===== src/core_isa_pkg.sv =====
// RV32 subset encodings
`default_nettype none

package core_isa_pkg;

	parameter int XLEN = 32;
	parameter int REG_ADDR_W = 5;

	// Major opcodes
	parameter logic [6:0] OPCODE_OP = 7'b0110011;
	parameter logic [6:0] OPCODE_OP_IMM = 7'b0010011;

	parameter logic [6:0] FUNCT7_BASE = 7'b0000000;
	parameter logic [6:0] FUNCT7_SUB = 7'b0100000;
	parameter logic [6:0] FUNCT7_MULDIV = 7'b0000001;

	parameter logic [2:0] FUNCT3_ADD = 3'b000;
	parameter logic [2:0] FUNCT3_SLT = 3'b010;
	parameter logic [2:0] FUNCT3_XOR = 3'b100;
	parameter logic [2:0] FUNCT3_OR = 3'b110;
	parameter logic [2:0] FUNCT3_AND = 3'b111;

	typedef enum logic [2:0] {
		ALU_ADD,
		ALU_SUB,
		ALU_AND,
		ALU_OR,
		ALU_XOR,
		ALU_SLT,
		ALU_MUL
	} alu_op_e;

endpackage

`default_nettype wire


===== src/core_pipe_pkg.sv =====
// Pipeline stage payloads
`default_nettype none

package core_pipe_pkg;

	// Decode to execute latch contents
	typedef struct packed {
		core_isa_pkg::alu_op_e op;
		logic [core_isa_pkg::XLEN-1:0] op_a;
		logic [core_isa_pkg::XLEN-1:0] op_b;
		logic [core_isa_pkg::REG_ADDR_W-1:0] rd;
		logic we;
		logic is_mult;
	} exe_payload_t;

	// One multiply stage with the product already formed
	typedef struct packed {
		logic [core_isa_pkg::XLEN-1:0] product;
		logic [core_isa_pkg::REG_ADDR_W-1:0] rd;
		logic we;
	} mult_payload_t;

endpackage

`default_nettype wire


===== src/pipe_stage_reg.sv =====
// Pipeline stage register
`timescale 1ns/1ps
`default_nettype none

module pipe_stage_reg #(
	parameter type payload_t = logic
) (
	input  logic     clk_i,
	input  logic     rst_i,
	input  logic     stall_i,
	input  logic     valid_i,
	input  payload_t data_i,
	output logic     valid_o,
	output payload_t data_o
);

	// A stalled upstream stage leaves a bubble behind
	always_ff @(posedge clk_i) begin
		if (rst_i) begin
			valid_o <= 1'b0;
		end else begin
			valid_o <= valid_i && !stall_i;
		end
	end

	always_ff @(posedge clk_i) begin
		if (!stall_i) begin
			data_o <= data_i;
		end
	end

endmodule

`default_nettype wire


===== src/decoder.sv =====
// Instruction decoder
`timescale 1ns/1ps
`default_nettype none

module decoder (
	input  logic [core_isa_pkg::XLEN-1:0]       instr_i,
	output core_isa_pkg::alu_op_e               op_o,
	output logic [core_isa_pkg::REG_ADDR_W-1:0] rs1_o,
	output logic [core_isa_pkg::REG_ADDR_W-1:0] rs2_o,
	output logic [core_isa_pkg::REG_ADDR_W-1:0] rd_o,
	output logic                                use_rs2_o,
	output logic [core_isa_pkg::XLEN-1:0]       imm_o,
	output logic                                is_mult_o,
	output logic                                we_o,
	output logic                                illegal_o
);

	logic [6:0] opcode;
	logic [2:0] funct3;
	logic [6:0] funct7;

	assign opcode = instr_i[6:0];
	assign funct3 = instr_i[14:12];
	assign funct7 = instr_i[31:25];

	assign rd_o = instr_i[11:7];
	assign rs1_o = instr_i[19:15];
	assign rs2_o = instr_i[24:20];
	assign imm_o = {{20{instr_i[31]}}, instr_i[31:20]};

	always_comb begin
		op_o = core_isa_pkg::ALU_ADD;
		use_rs2_o = 1'b0;
		is_mult_o = 1'b0;
		illegal_o = 1'b0;
		case (opcode)
			core_isa_pkg::OPCODE_OP: begin
				use_rs2_o = 1'b1;
				case ({funct7, funct3})
					{core_isa_pkg::FUNCT7_BASE, core_isa_pkg::FUNCT3_ADD}: op_o = core_isa_pkg::ALU_ADD;
					{core_isa_pkg::FUNCT7_SUB, core_isa_pkg::FUNCT3_ADD}: op_o = core_isa_pkg::ALU_SUB;
					{core_isa_pkg::FUNCT7_BASE, core_isa_pkg::FUNCT3_AND}: op_o = core_isa_pkg::ALU_AND;
					{core_isa_pkg::FUNCT7_BASE, core_isa_pkg::FUNCT3_OR}: op_o = core_isa_pkg::ALU_OR;
					{core_isa_pkg::FUNCT7_BASE, core_isa_pkg::FUNCT3_XOR}: op_o = core_isa_pkg::ALU_XOR;
					{core_isa_pkg::FUNCT7_BASE, core_isa_pkg::FUNCT3_SLT}: op_o = core_isa_pkg::ALU_SLT;
					{core_isa_pkg::FUNCT7_MULDIV, core_isa_pkg::FUNCT3_ADD}: begin
						op_o = core_isa_pkg::ALU_MUL;
						is_mult_o = 1'b1;
					end
					default: illegal_o = 1'b1;
				endcase
			end
			// Only ADDI in the immediate group
			core_isa_pkg::OPCODE_OP_IMM: illegal_o = funct3 != core_isa_pkg::FUNCT3_ADD;
			default: illegal_o = 1'b1;
		endcase
	end

	// x0 is never a destination
	assign we_o = !illegal_o && rd_o != '0;

endmodule

`default_nettype wire


===== src/int_registers.sv =====
// Integer register file
`timescale 1ns/1ps
`default_nettype none

module int_registers (
	input  logic                                clk_i,
	input  logic                                rst_i,
	input  logic [core_isa_pkg::REG_ADDR_W-1:0] read_addr_a_i,
	input  logic [core_isa_pkg::REG_ADDR_W-1:0] read_addr_b_i,
	output logic [core_isa_pkg::XLEN-1:0]       read_data_a_o,
	output logic [core_isa_pkg::XLEN-1:0]       read_data_b_o,
	input  logic [core_isa_pkg::REG_ADDR_W-1:0] write_addr_i,
	input  logic [core_isa_pkg::XLEN-1:0]       write_data_i,
	input  logic                                write_enable_i
);

	logic [core_isa_pkg::XLEN-1:0] regs [32];

	always_ff @(posedge clk_i) begin
		if (rst_i) begin
			for (int i = 0; i < 32; i++) begin
				regs[i] <= '0;
			end
		end else if (write_enable_i && write_addr_i != '0) begin
			regs[write_addr_i] <= write_data_i;
		end
	end

	// Combinational read with x0 hardwired to zero
	assign read_data_a_o = (read_addr_a_i == '0) ? '0 : regs[read_addr_a_i];
	assign read_data_b_o = (read_addr_b_i == '0) ? '0 : regs[read_addr_b_i];

endmodule

`default_nettype wire


===== src/bypass_ctrl.sv =====
// Operand bypass and issue stall
`timescale 1ns/1ps
`default_nettype none

module bypass_ctrl #(
	parameter int MULT_STAGES = 5
) (
	input  logic [core_isa_pkg::REG_ADDR_W-1:0]                  dec_rs1_i,
	input  logic [core_isa_pkg::REG_ADDR_W-1:0]                  dec_rs2_i,
	input  logic                                                 dec_use_rs2_i,
	input  logic                                                 dec_is_mult_i,
	input  logic [core_isa_pkg::XLEN-1:0]                        reg_data_a_i,
	input  logic [core_isa_pkg::XLEN-1:0]                        reg_data_b_i,
	input  logic                                                 exe_valid_i,
	input  logic                                                 exe_is_mult_i,
	input  logic [core_isa_pkg::REG_ADDR_W-1:0]                  exe_rd_i,
	input  logic [core_isa_pkg::XLEN-1:0]                        exe_result_i,
	input  logic [MULT_STAGES-1:0]                               mult_valid_i,
	input  logic [MULT_STAGES-1:0][core_isa_pkg::REG_ADDR_W-1:0] mult_rd_i,
	input  logic                                                 wb_we_i,
	input  logic [core_isa_pkg::REG_ADDR_W-1:0]                  wb_rd_i,
	input  logic [core_isa_pkg::XLEN-1:0]                        wb_data_i,
	output logic [core_isa_pkg::XLEN-1:0]                        op_a_o,
	output logic [core_isa_pkg::XLEN-1:0]                        op_b_o,
	output logic                                                 stall_o
);

	logic exe_hit_a;
	logic exe_hit_b;
	logic wb_hit_a;
	logic wb_hit_b;
	logic mult_busy;
	logic hazard_a;
	logic hazard_b;

	// x0 never forwards and reads zero from the file
	assign exe_hit_a = exe_valid_i && !exe_is_mult_i && dec_rs1_i != '0 && exe_rd_i == dec_rs1_i;
	assign exe_hit_b = exe_valid_i && !exe_is_mult_i && dec_rs2_i != '0 && exe_rd_i == dec_rs2_i;
	assign wb_hit_a = wb_we_i && dec_rs1_i != '0 && wb_rd_i == dec_rs1_i;
	assign wb_hit_b = wb_we_i && dec_rs2_i != '0 && wb_rd_i == dec_rs2_i;

	assign op_a_o = exe_hit_a ? exe_result_i : (wb_hit_a ? wb_data_i : reg_data_a_i);
	assign op_b_o = exe_hit_b ? exe_result_i : (wb_hit_b ? wb_data_i : reg_data_b_i);

	// Multiply results only forward once they reach write-back
	always_comb begin
		mult_busy = exe_valid_i && exe_is_mult_i;
		hazard_a = mult_busy && exe_rd_i == dec_rs1_i;
		hazard_b = mult_busy && exe_rd_i == dec_rs2_i;
		for (int i = 0; i < MULT_STAGES; i++) begin
			mult_busy = mult_busy || mult_valid_i[i];
			hazard_a = hazard_a || (mult_valid_i[i] && mult_rd_i[i] == dec_rs1_i);
			hazard_b = hazard_b || (mult_valid_i[i] && mult_rd_i[i] == dec_rs2_i);
		end
		hazard_a = hazard_a && dec_rs1_i != '0;
		hazard_b = hazard_b && dec_use_rs2_i && dec_rs2_i != '0;
		// Non-multiplies wait for the multiply chain to drain so write-back stays in order
		stall_o = hazard_a || hazard_b || (mult_busy && !dec_is_mult_i);
	end

endmodule

`default_nettype wire


===== src/int_alu.sv =====
// Integer ALU
`timescale 1ns/1ps
`default_nettype none

module int_alu (
	input  core_isa_pkg::alu_op_e         op_i,
	input  logic [core_isa_pkg::XLEN-1:0] a_i,
	input  logic [core_isa_pkg::XLEN-1:0] b_i,
	output logic [core_isa_pkg::XLEN-1:0] result_o
);

	always_comb begin
		case (op_i)
			core_isa_pkg::ALU_ADD: result_o = a_i + b_i;
			core_isa_pkg::ALU_SUB: result_o = a_i - b_i;
			core_isa_pkg::ALU_AND: result_o = a_i & b_i;
			core_isa_pkg::ALU_OR: result_o = a_i | b_i;
			core_isa_pkg::ALU_XOR: result_o = a_i ^ b_i;
			core_isa_pkg::ALU_SLT: begin
				result_o = '0;
				result_o[0] = $signed(a_i) < $signed(b_i);
			end
			// MUL goes through the multiply chain
			default: result_o = '0;
		endcase
	end

endmodule

`default_nettype wire


===== src/mult_pipe.sv =====
// Pipelined multiplier
`timescale 1ns/1ps
`default_nettype none

module mult_pipe #(
	parameter int MULT_STAGES = 5
) (
	input  logic                                                 clk_i,
	input  logic                                                 rst_i,
	input  logic                                                 valid_i,
	input  logic [core_isa_pkg::XLEN-1:0]                        a_i,
	input  logic [core_isa_pkg::XLEN-1:0]                        b_i,
	input  logic [core_isa_pkg::REG_ADDR_W-1:0]                  rd_i,
	input  logic                                                 we_i,
	output logic [MULT_STAGES-1:0]                               stage_valid_o,
	output logic [MULT_STAGES-1:0][core_isa_pkg::REG_ADDR_W-1:0] stage_rd_o,
	output logic                                                 valid_o,
	output logic [core_isa_pkg::REG_ADDR_W-1:0]                  rd_o,
	output logic [core_isa_pkg::XLEN-1:0]                        result_o
);

	logic [core_isa_pkg::XLEN-1:0] product_lo;
	core_pipe_pkg::mult_payload_t head;
	core_pipe_pkg::mult_payload_t [MULT_STAGES-1:0] stage_data;

	// Low word of the product
	assign product_lo = a_i * b_i;
	assign head = '{product: product_lo, rd: rd_i, we: we_i};

	for (genvar i = 0; i < MULT_STAGES; i++) begin : g_stage
		core_pipe_pkg::mult_payload_t in_data;
		logic in_valid;

		if (i == 0) begin : g_head
			assign in_valid = valid_i;
			assign in_data = head;
		end else begin : g_link
			assign in_valid = stage_valid_o[i-1];
			assign in_data = stage_data[i-1];
		end

		pipe_stage_reg #(
			.payload_t(core_pipe_pkg::mult_payload_t)
		) stage_reg_i (
			.clk_i   (clk_i),
			.rst_i   (rst_i),
			.stall_i (1'b0),
			.valid_i (in_valid),
			.data_i  (in_data),
			.valid_o (stage_valid_o[i]),
			.data_o  (stage_data[i])
		);

		assign stage_rd_o[i] = stage_data[i].rd;
	end

	// Writes to x0 leave the chain silently
	assign valid_o = stage_valid_o[MULT_STAGES-1] && stage_data[MULT_STAGES-1].we;
	assign rd_o = stage_data[MULT_STAGES-1].rd;
	assign result_o = stage_data[MULT_STAGES-1].product;

endmodule

`default_nettype wire


===== src/exec_core.sv =====
// Integer execute core
`timescale 1ns/1ps
`default_nettype none

module exec_core #(
	parameter int MULT_STAGES = 5
) (
	input  logic                                clk_i,
	input  logic                                rst_i,
	input  logic                                instr_valid_i,
	input  logic [core_isa_pkg::XLEN-1:0]       instr_i,
	output logic                                instr_ready_o,
	output logic                                wb_valid_o,
	output logic [core_isa_pkg::REG_ADDR_W-1:0] wb_addr_o,
	output logic [core_isa_pkg::XLEN-1:0]       wb_data_o
);

	// Decode
	core_isa_pkg::alu_op_e dec_op;
	logic [core_isa_pkg::REG_ADDR_W-1:0] dec_rs1;
	logic [core_isa_pkg::REG_ADDR_W-1:0] dec_rs2;
	logic [core_isa_pkg::REG_ADDR_W-1:0] dec_rd;
	logic dec_use_rs2;
	logic [core_isa_pkg::XLEN-1:0] dec_imm;
	logic dec_is_mult;
	logic dec_we;
	logic dec_illegal;
	logic [core_isa_pkg::XLEN-1:0] reg_data_a;
	logic [core_isa_pkg::XLEN-1:0] reg_data_b;
	logic [core_isa_pkg::XLEN-1:0] op_a;
	logic [core_isa_pkg::XLEN-1:0] op_b;
	logic stall;
	core_pipe_pkg::exe_payload_t dec_payload;

	// Execute
	logic exe_valid;
	core_pipe_pkg::exe_payload_t exe_payload;
	logic [core_isa_pkg::XLEN-1:0] alu_result;
	logic [MULT_STAGES-1:0] mult_stage_valid;
	logic [MULT_STAGES-1:0][core_isa_pkg::REG_ADDR_W-1:0] mult_stage_rd;
	logic mult_valid;
	logic [core_isa_pkg::REG_ADDR_W-1:0] mult_rd;
	logic [core_isa_pkg::XLEN-1:0] mult_result;

	// Write-back latch
	logic wb_valid;
	logic [core_isa_pkg::REG_ADDR_W-1:0] wb_addr;
	logic [core_isa_pkg::XLEN-1:0] wb_data;

	decoder decoder_i (
		.instr_i   (instr_i),
		.op_o      (dec_op),
		.rs1_o     (dec_rs1),
		.rs2_o     (dec_rs2),
		.rd_o      (dec_rd),
		.use_rs2_o (dec_use_rs2),
		.imm_o     (dec_imm),
		.is_mult_o (dec_is_mult),
		.we_o      (dec_we),
		.illegal_o (dec_illegal)
	);

	int_registers int_registers_i (
		.clk_i          (clk_i),
		.rst_i          (rst_i),
		.read_addr_a_i  (dec_rs1),
		.read_addr_b_i  (dec_rs2),
		.read_data_a_o  (reg_data_a),
		.read_data_b_o  (reg_data_b),
		.write_addr_i   (wb_addr),
		.write_data_i   (wb_data),
		.write_enable_i (wb_valid)
	);

	bypass_ctrl #(
		.MULT_STAGES(MULT_STAGES)
	) bypass_ctrl_i (
		.dec_rs1_i     (dec_rs1),
		.dec_rs2_i     (dec_rs2),
		.dec_use_rs2_i (dec_use_rs2),
		.dec_is_mult_i (dec_is_mult),
		.reg_data_a_i  (reg_data_a),
		.reg_data_b_i  (reg_data_b),
		.exe_valid_i   (exe_valid),
		.exe_is_mult_i (exe_payload.is_mult),
		.exe_rd_i      (exe_payload.rd),
		.exe_result_i  (alu_result),
		.mult_valid_i  (mult_stage_valid),
		.mult_rd_i     (mult_stage_rd),
		.wb_we_i       (wb_valid),
		.wb_rd_i       (wb_addr),
		.wb_data_i     (wb_data),
		.op_a_o        (op_a),
		.op_b_o        (op_b),
		.stall_o       (stall)
	);

	assign instr_ready_o = !stall;

	always_comb begin
		dec_payload.op = dec_op;
		dec_payload.op_a = op_a;
		dec_payload.op_b = dec_use_rs2 ? op_b : dec_imm;
		dec_payload.rd = dec_rd;
		dec_payload.we = dec_we;
		dec_payload.is_mult = dec_is_mult;
	end

	// Illegal words never enter the pipeline
	pipe_stage_reg #(
		.payload_t(core_pipe_pkg::exe_payload_t)
	) dec_exe (
		.clk_i   (clk_i),
		.rst_i   (rst_i),
		.stall_i (stall),
		.valid_i (instr_valid_i && !dec_illegal),
		.data_i  (dec_payload),
		.valid_o (exe_valid),
		.data_o  (exe_payload)
	);

	int_alu int_alu_i (
		.op_i     (exe_payload.op),
		.a_i      (exe_payload.op_a),
		.b_i      (exe_payload.op_b),
		.result_o (alu_result)
	);

	mult_pipe #(
		.MULT_STAGES(MULT_STAGES)
	) mult_pipe_i (
		.clk_i         (clk_i),
		.rst_i         (rst_i),
		.valid_i       (exe_valid && exe_payload.is_mult),
		.a_i           (exe_payload.op_a),
		.b_i           (exe_payload.op_b),
		.rd_i          (exe_payload.rd),
		.we_i          (exe_payload.we),
		.stage_valid_o (mult_stage_valid),
		.stage_rd_o    (mult_stage_rd),
		.valid_o       (mult_valid),
		.rd_o          (mult_rd),
		.result_o      (mult_result)
	);

	// The issue stall keeps ALU and multiply results from arriving together
	always_ff @(posedge clk_i) begin
		if (rst_i) begin
			wb_valid <= 1'b0;
		end else begin
			wb_valid <= mult_valid || (exe_valid && !exe_payload.is_mult && exe_payload.we);
		end
	end

	always_ff @(posedge clk_i) begin
		if (mult_valid) begin
			wb_addr <= mult_rd;
			wb_data <= mult_result;
		end else begin
			wb_addr <= exe_payload.rd;
			wb_data <= alu_result;
		end
	end

	assign wb_valid_o = wb_valid;
	assign wb_addr_o = wb_addr;
	assign wb_data_o = wb_data;

endmodule

`default_nettype wire


===== config.mk =====
export PLATFORM = sky130hd
export DESIGN_NAME = exec_core
export DESIGN_NICKNAME = d
export VERILOG_FILES = /design/src/core_isa_pkg.sv /design/src/core_pipe_pkg.sv /design/src/pipe_stage_reg.sv /design/src/decoder.sv /design/src/int_registers.sv /design/src/bypass_ctrl.sv /design/src/int_alu.sv /design/src/mult_pipe.sv /design/src/exec_core.sv
export SDC_FILE = /design/constraint.sdc
export NUM_CORES = 2
export LEC_CHECK = 0
export ABC_AREA = 0
export BUFFER_PORTS_ARGS = -buffer_cell sky130_fd_sc_hd__clkbuf_2
export CAP_MARGIN = 10
export CORE_ASPECT_RATIO = 1.4
export CORE_MARGIN = 2
export CORE_UTILIZATION = 45
export CTS_BUF_LIST = sky130_fd_sc_hd__clkbuf_8 sky130_fd_sc_hd__clkbuf_16
export DETAILED_ROUTE_END_ITERATION = 10
export GPL_ROUTABILITY_DRIVEN = 0
export PLACE_DENSITY = 0.63
export SLEW_MARGIN = 30
export SYNTH_ARGS = -nofsm -noshare
export SYNTH_HDL_FRONTEND = slang
export SYNTH_SLANG_ARGS = --single-unit

===== constraint.sdc =====
create_clock -name clk_i -period 10 [get_ports clk_i]
set_input_delay 1.5 -clock clk_i [delete_from_list [all_inputs] [get_ports clk_i]]
set_output_delay 1.5 -clock clk_i [all_outputs]
set_load 0.05 [all_outputs]

==> results.json <==
{
  "outcome": "finished, final reports clean",
  "die_w_um": 368,
  "instances_no_fill": 8966,
  "worstHoldPathType": "reg2reg",
  "hold_path_startpoint": "mult_pipe_i.g_stage[2].stage_reg_i.data_o[6]",
  "p_leak_uw": 0.0356,
  "hold_violations": 0,
  "dpl.hpwl_um": 187000,
  "synth_cell_types": 94,
  "yosys.area.top_type": "edfxtp_1",
  "vias": 55600,
  "worstReg2RegStart": "dec_exe.data_o[12]",
  "grt_max_degree": 92,
  "ff2ff_setup_slack_ps": 1760,
  "fill_cells": 15800,
  "drt-initial-drc-count": 6070,
  "start_util": 0.452,
  "clock-sinks": 1332,
  "cts_made_buffers": 139,
  "power_density_mw_per_mm2": 339,
  "async_flop_share": 0,
  "finalSetupViolCount": 0,
  "grt_util_all_layers": 0.299,
  "postRouteAntennaNets": 0,
  "netlist_instances": 6494,
  "yosysSeqAreaShare": 0.450,
  "core-area_sq_mm": 0.185,
  "routed_wl_um": 282000,
  "placed_cells": 8709,
  "drt-wirelength-per-cell_um": 31.5,
  "grt_use_met2": 0.508,
  "hold_buffers": 0,
  "hold_depth": 0,
  "slew_violations": 0,
  "yosysWarnings": 0,
  "hold_end": "mult_pipe_i.g_stage[3].stage_reg_i.data_o[6]",
  "tightest_slew_ps": 1100,
  "row_count": 187,
  "endpoint_kind": "flip-flop",
  "insertion_delay_ps": 800,
  "cp_max_fo": 20,
  "synth_enable_flop_cells": 1098,
  "die_area_sq_mm": 0.189,
  "ios": 74,
  "cts_resized": 0,
  "ys_seq_elements": 1332,
  "netlist_area_sq_mm": 0.0837,
  "r2r_end": "mult_pipe_i.g_stage[0].stage_reg_i.data_o[36]",
  "layout.nets": 7059,
  "drive_gt1_frac": 0.188,
  "fin_crit_sh": 0.824,
  "syn_to_final_growth_pct": 9.23,
  "grt_pass1_vias": 58300,
  "avgViaCountPerCell": 6.20,
  "cts-root-buf": "clkbuf_16",
  "grt-ovfl-total": 0,
  "cts_buffer_depth": 3,
  "ys_top_cells_by_area": "edfxtp_1 (39%), mux4_2 (17%), fa_1 (9.8%), and2_1 (7.5%), dfxtp_1 (5.6%)",
  "cts_max_level": 4,
  "crit_type": "reg2reg",
  "fin_tns_setup_ps": 0,
  "critPathRequiredTime_ps": 10720,
  "grt_util_met1": 0.352,
  "yosys.area.top_type_share": 0.394,
  "worst-r2r-cell-count": 24,
  "drv_cap": 0,
  "synth.avg_cell_area_sq_um": 12.9,
  "fin_util": 0.494,
  "peakVddDrop_uv": 950,
  "cts_tree": "built",
  "cts_setup_buffers": 0,
  "met3_usage": 0.0560,
  "finalClockSkew_ps": 29.8,
  "grt_busiest_layer": "met2",
  "portBuffers": 73,
  "post-route-drc-count": 0,
  "fmax_mhz": 121,
  "fp.dieH_um": 514,
  "grt_pass1_wl_um": 406000,
  "slew-limit-headroom": 0.264,
  "fin_crit_ps": 8240,
  "ys.flop_type": "edfxtp_1",
  "cp_data_arrival_time_ps": 8960,
  "rsz0062_at_grt": "no",
  "grt_antenna_before_repair": 10,
  "dr.pass1.iters": 7,
  "crit_path_start_kind": "flip-flop",
  "clk_pin_slew_worst_paths_ps": 70
}
## cell type report
class / instances / area, sq um / share of cell area
diodes: 5 / 12.5 / 0.000137
clock buffers: 154 / 3770 / 0.0413
clock inverters: 96 / 709 / 0.00776
inverters: 509 / 1910 / 0.0209
multi-input cells: 4163 / 42500 / 0.465
flip-flops and latches: 1332 / 37700 / 0.412
well taps: 2457 / 3070 / 0.0336
repair buffers: 250 / 1810 / 0.0198
## per-stage QoR
step	cell area (sq um)	worst slack [ps]	total power, uW	hold slack, ps
floorplan	83800	2050	20400	310
global placement	86900	1900	25400	311
detailed placement	86900	1840	25800	312
CTS	91400	1840	31100	321
global route	91400	1440	33300	318
finish	91400	1760	31000	313
## logic make-up after synthesis
family | Yosys count | synth area share
flip-flops | 1332 | 0.450
multiplexers | 722 | 0.183
AO/OA/AOI/OAI | 576 | 0.0444
AND/OR/NAND/NOR | 2043 | 0.128
buffers and inverters | 1030 | 0.0474
XOR/XNOR | 160 | 0.0167
other | 1 | 0.0000448
adder cells (fa/ha/maj) | 630 | 0.131
## state kept, by name (all words and copies together) (netlist names)
register	flops
int_registers_i.regs	1024
mult_pipe_i.g_stage.stage_reg_i.valid_o	5
dec_exe.valid_o	1
wb_valid_o	1
mult_pipe_i.g_stage.stage_reg_i.data_o	190
wb_addr_o	5
dec_exe.data_o	74
wb_data_o	32
## cells in the final DEF, fill, tap and decap left out, types with 108 or more instances in the layout
master,Yosys,routed
clkbuf_16,0,147
mux4_2,640,640
nor2_1,438,406
dfxtp_1,234,232
a21oi_1,196,196
ha_1,219,219
nand2_1,374,373
buf_4,2,175
and2_1,1000,1000
edfxtp_1,1098,1098
o21ai_0,109,108
inv_1,486,515
fa_1,410,410
## synthesized netlist by cell type, types with 29 or more instances
| cell type | instances |
|---|---|
| a221oi_1 | 36 |
| buf_2 | 70 |
| nor2_1 | 438 |
| mux4_2 | 640 |
| nand2_1 | 374 |
| edfxtp_1 | 1098 |
| xor2_1 | 68 |
| o21ai_0 | 109 |
| mux2_2 | 39 |
| fa_1 | 410 |
| a211oi_1 | 35 |
| buf_1 | 43 |
| dfxtp_1 | 234 |
| mux2i_1 | 43 |
| clkbuf_1 | 405 |
| a21o_1 | 29 |
| inv_1 | 486 |
| or2_2 | 33 |
| nor3_1 | 47 |
| nand3_1 | 46 |
| a21oi_1 | 196 |
| ha_1 | 219 |
| a31oi_1 | 31 |
| and2_1 | 1000 |
| xnor2_1 | 92 |
## critical path, stage by stage, from the launching register on
cell,delay [ps]
edfxtp_1,580
clkinv_1,720
nor2_1,370
fa_1,470
fa_1,500
fa_1,510
inv_1,50
fa_1,470
inv_1,60
fa_1,500
inv_1,50
fa_1,530
inv_1,50
fa_1,480
fa_1,400
ha_1,390
a21o_1,210
a21oi_1,140
o21ai_0,150
a221oi_1,420
nor3_1,170
a31oi_1,420
o21ai_0,190
a21oi_1,210
xnor2_1,130
## how the worst max path moves through the flow
stage	cells past startpoint	startpoint	to	slack (ps)
2_1_floorplan	10	instr_i[17]	instr_ready_o	2050
5_1_grt	24	dec_exe.data_o[12]	mult_pipe_i.g_stage[0].stage_reg_i.data_o[36]	1440
3_5_place_dp	24	dec_exe.data_o[10]	mult_pipe_i.g_stage[0].stage_reg_i.data_o[36]	1840
3_3_place_gp	24	dec_exe.data_o[10]	mult_pipe_i.g_stage[0].stage_reg_i.data_o[36]	1900
4_1_cts	24	dec_exe.data_o[10]	mult_pipe_i.g_stage[0].stage_reg_i.data_o[36]	1840
6_report	24	dec_exe.data_o[12]	mult_pipe_i.g_stage[0].stage_reg_i.data_o[36]	1760
## metal layers
metal / up-vias / wire length [um]
li1: 22800 / -
met1: 28400 / 96200
met3: 1018 / 25900
met4: 0 / 20800
met2: 3306 / 139000
met5: - / 0
## report_power, final
part / total [uW] / internal, uW / switching, uW
clock network: 5230 / 2930 / 2310
logic: 18600 / 7750 / 10800
registers: 7190 / 6830 / 359
total: 31000 / 17500 / 13500
(Power assumes the default switching activity.)
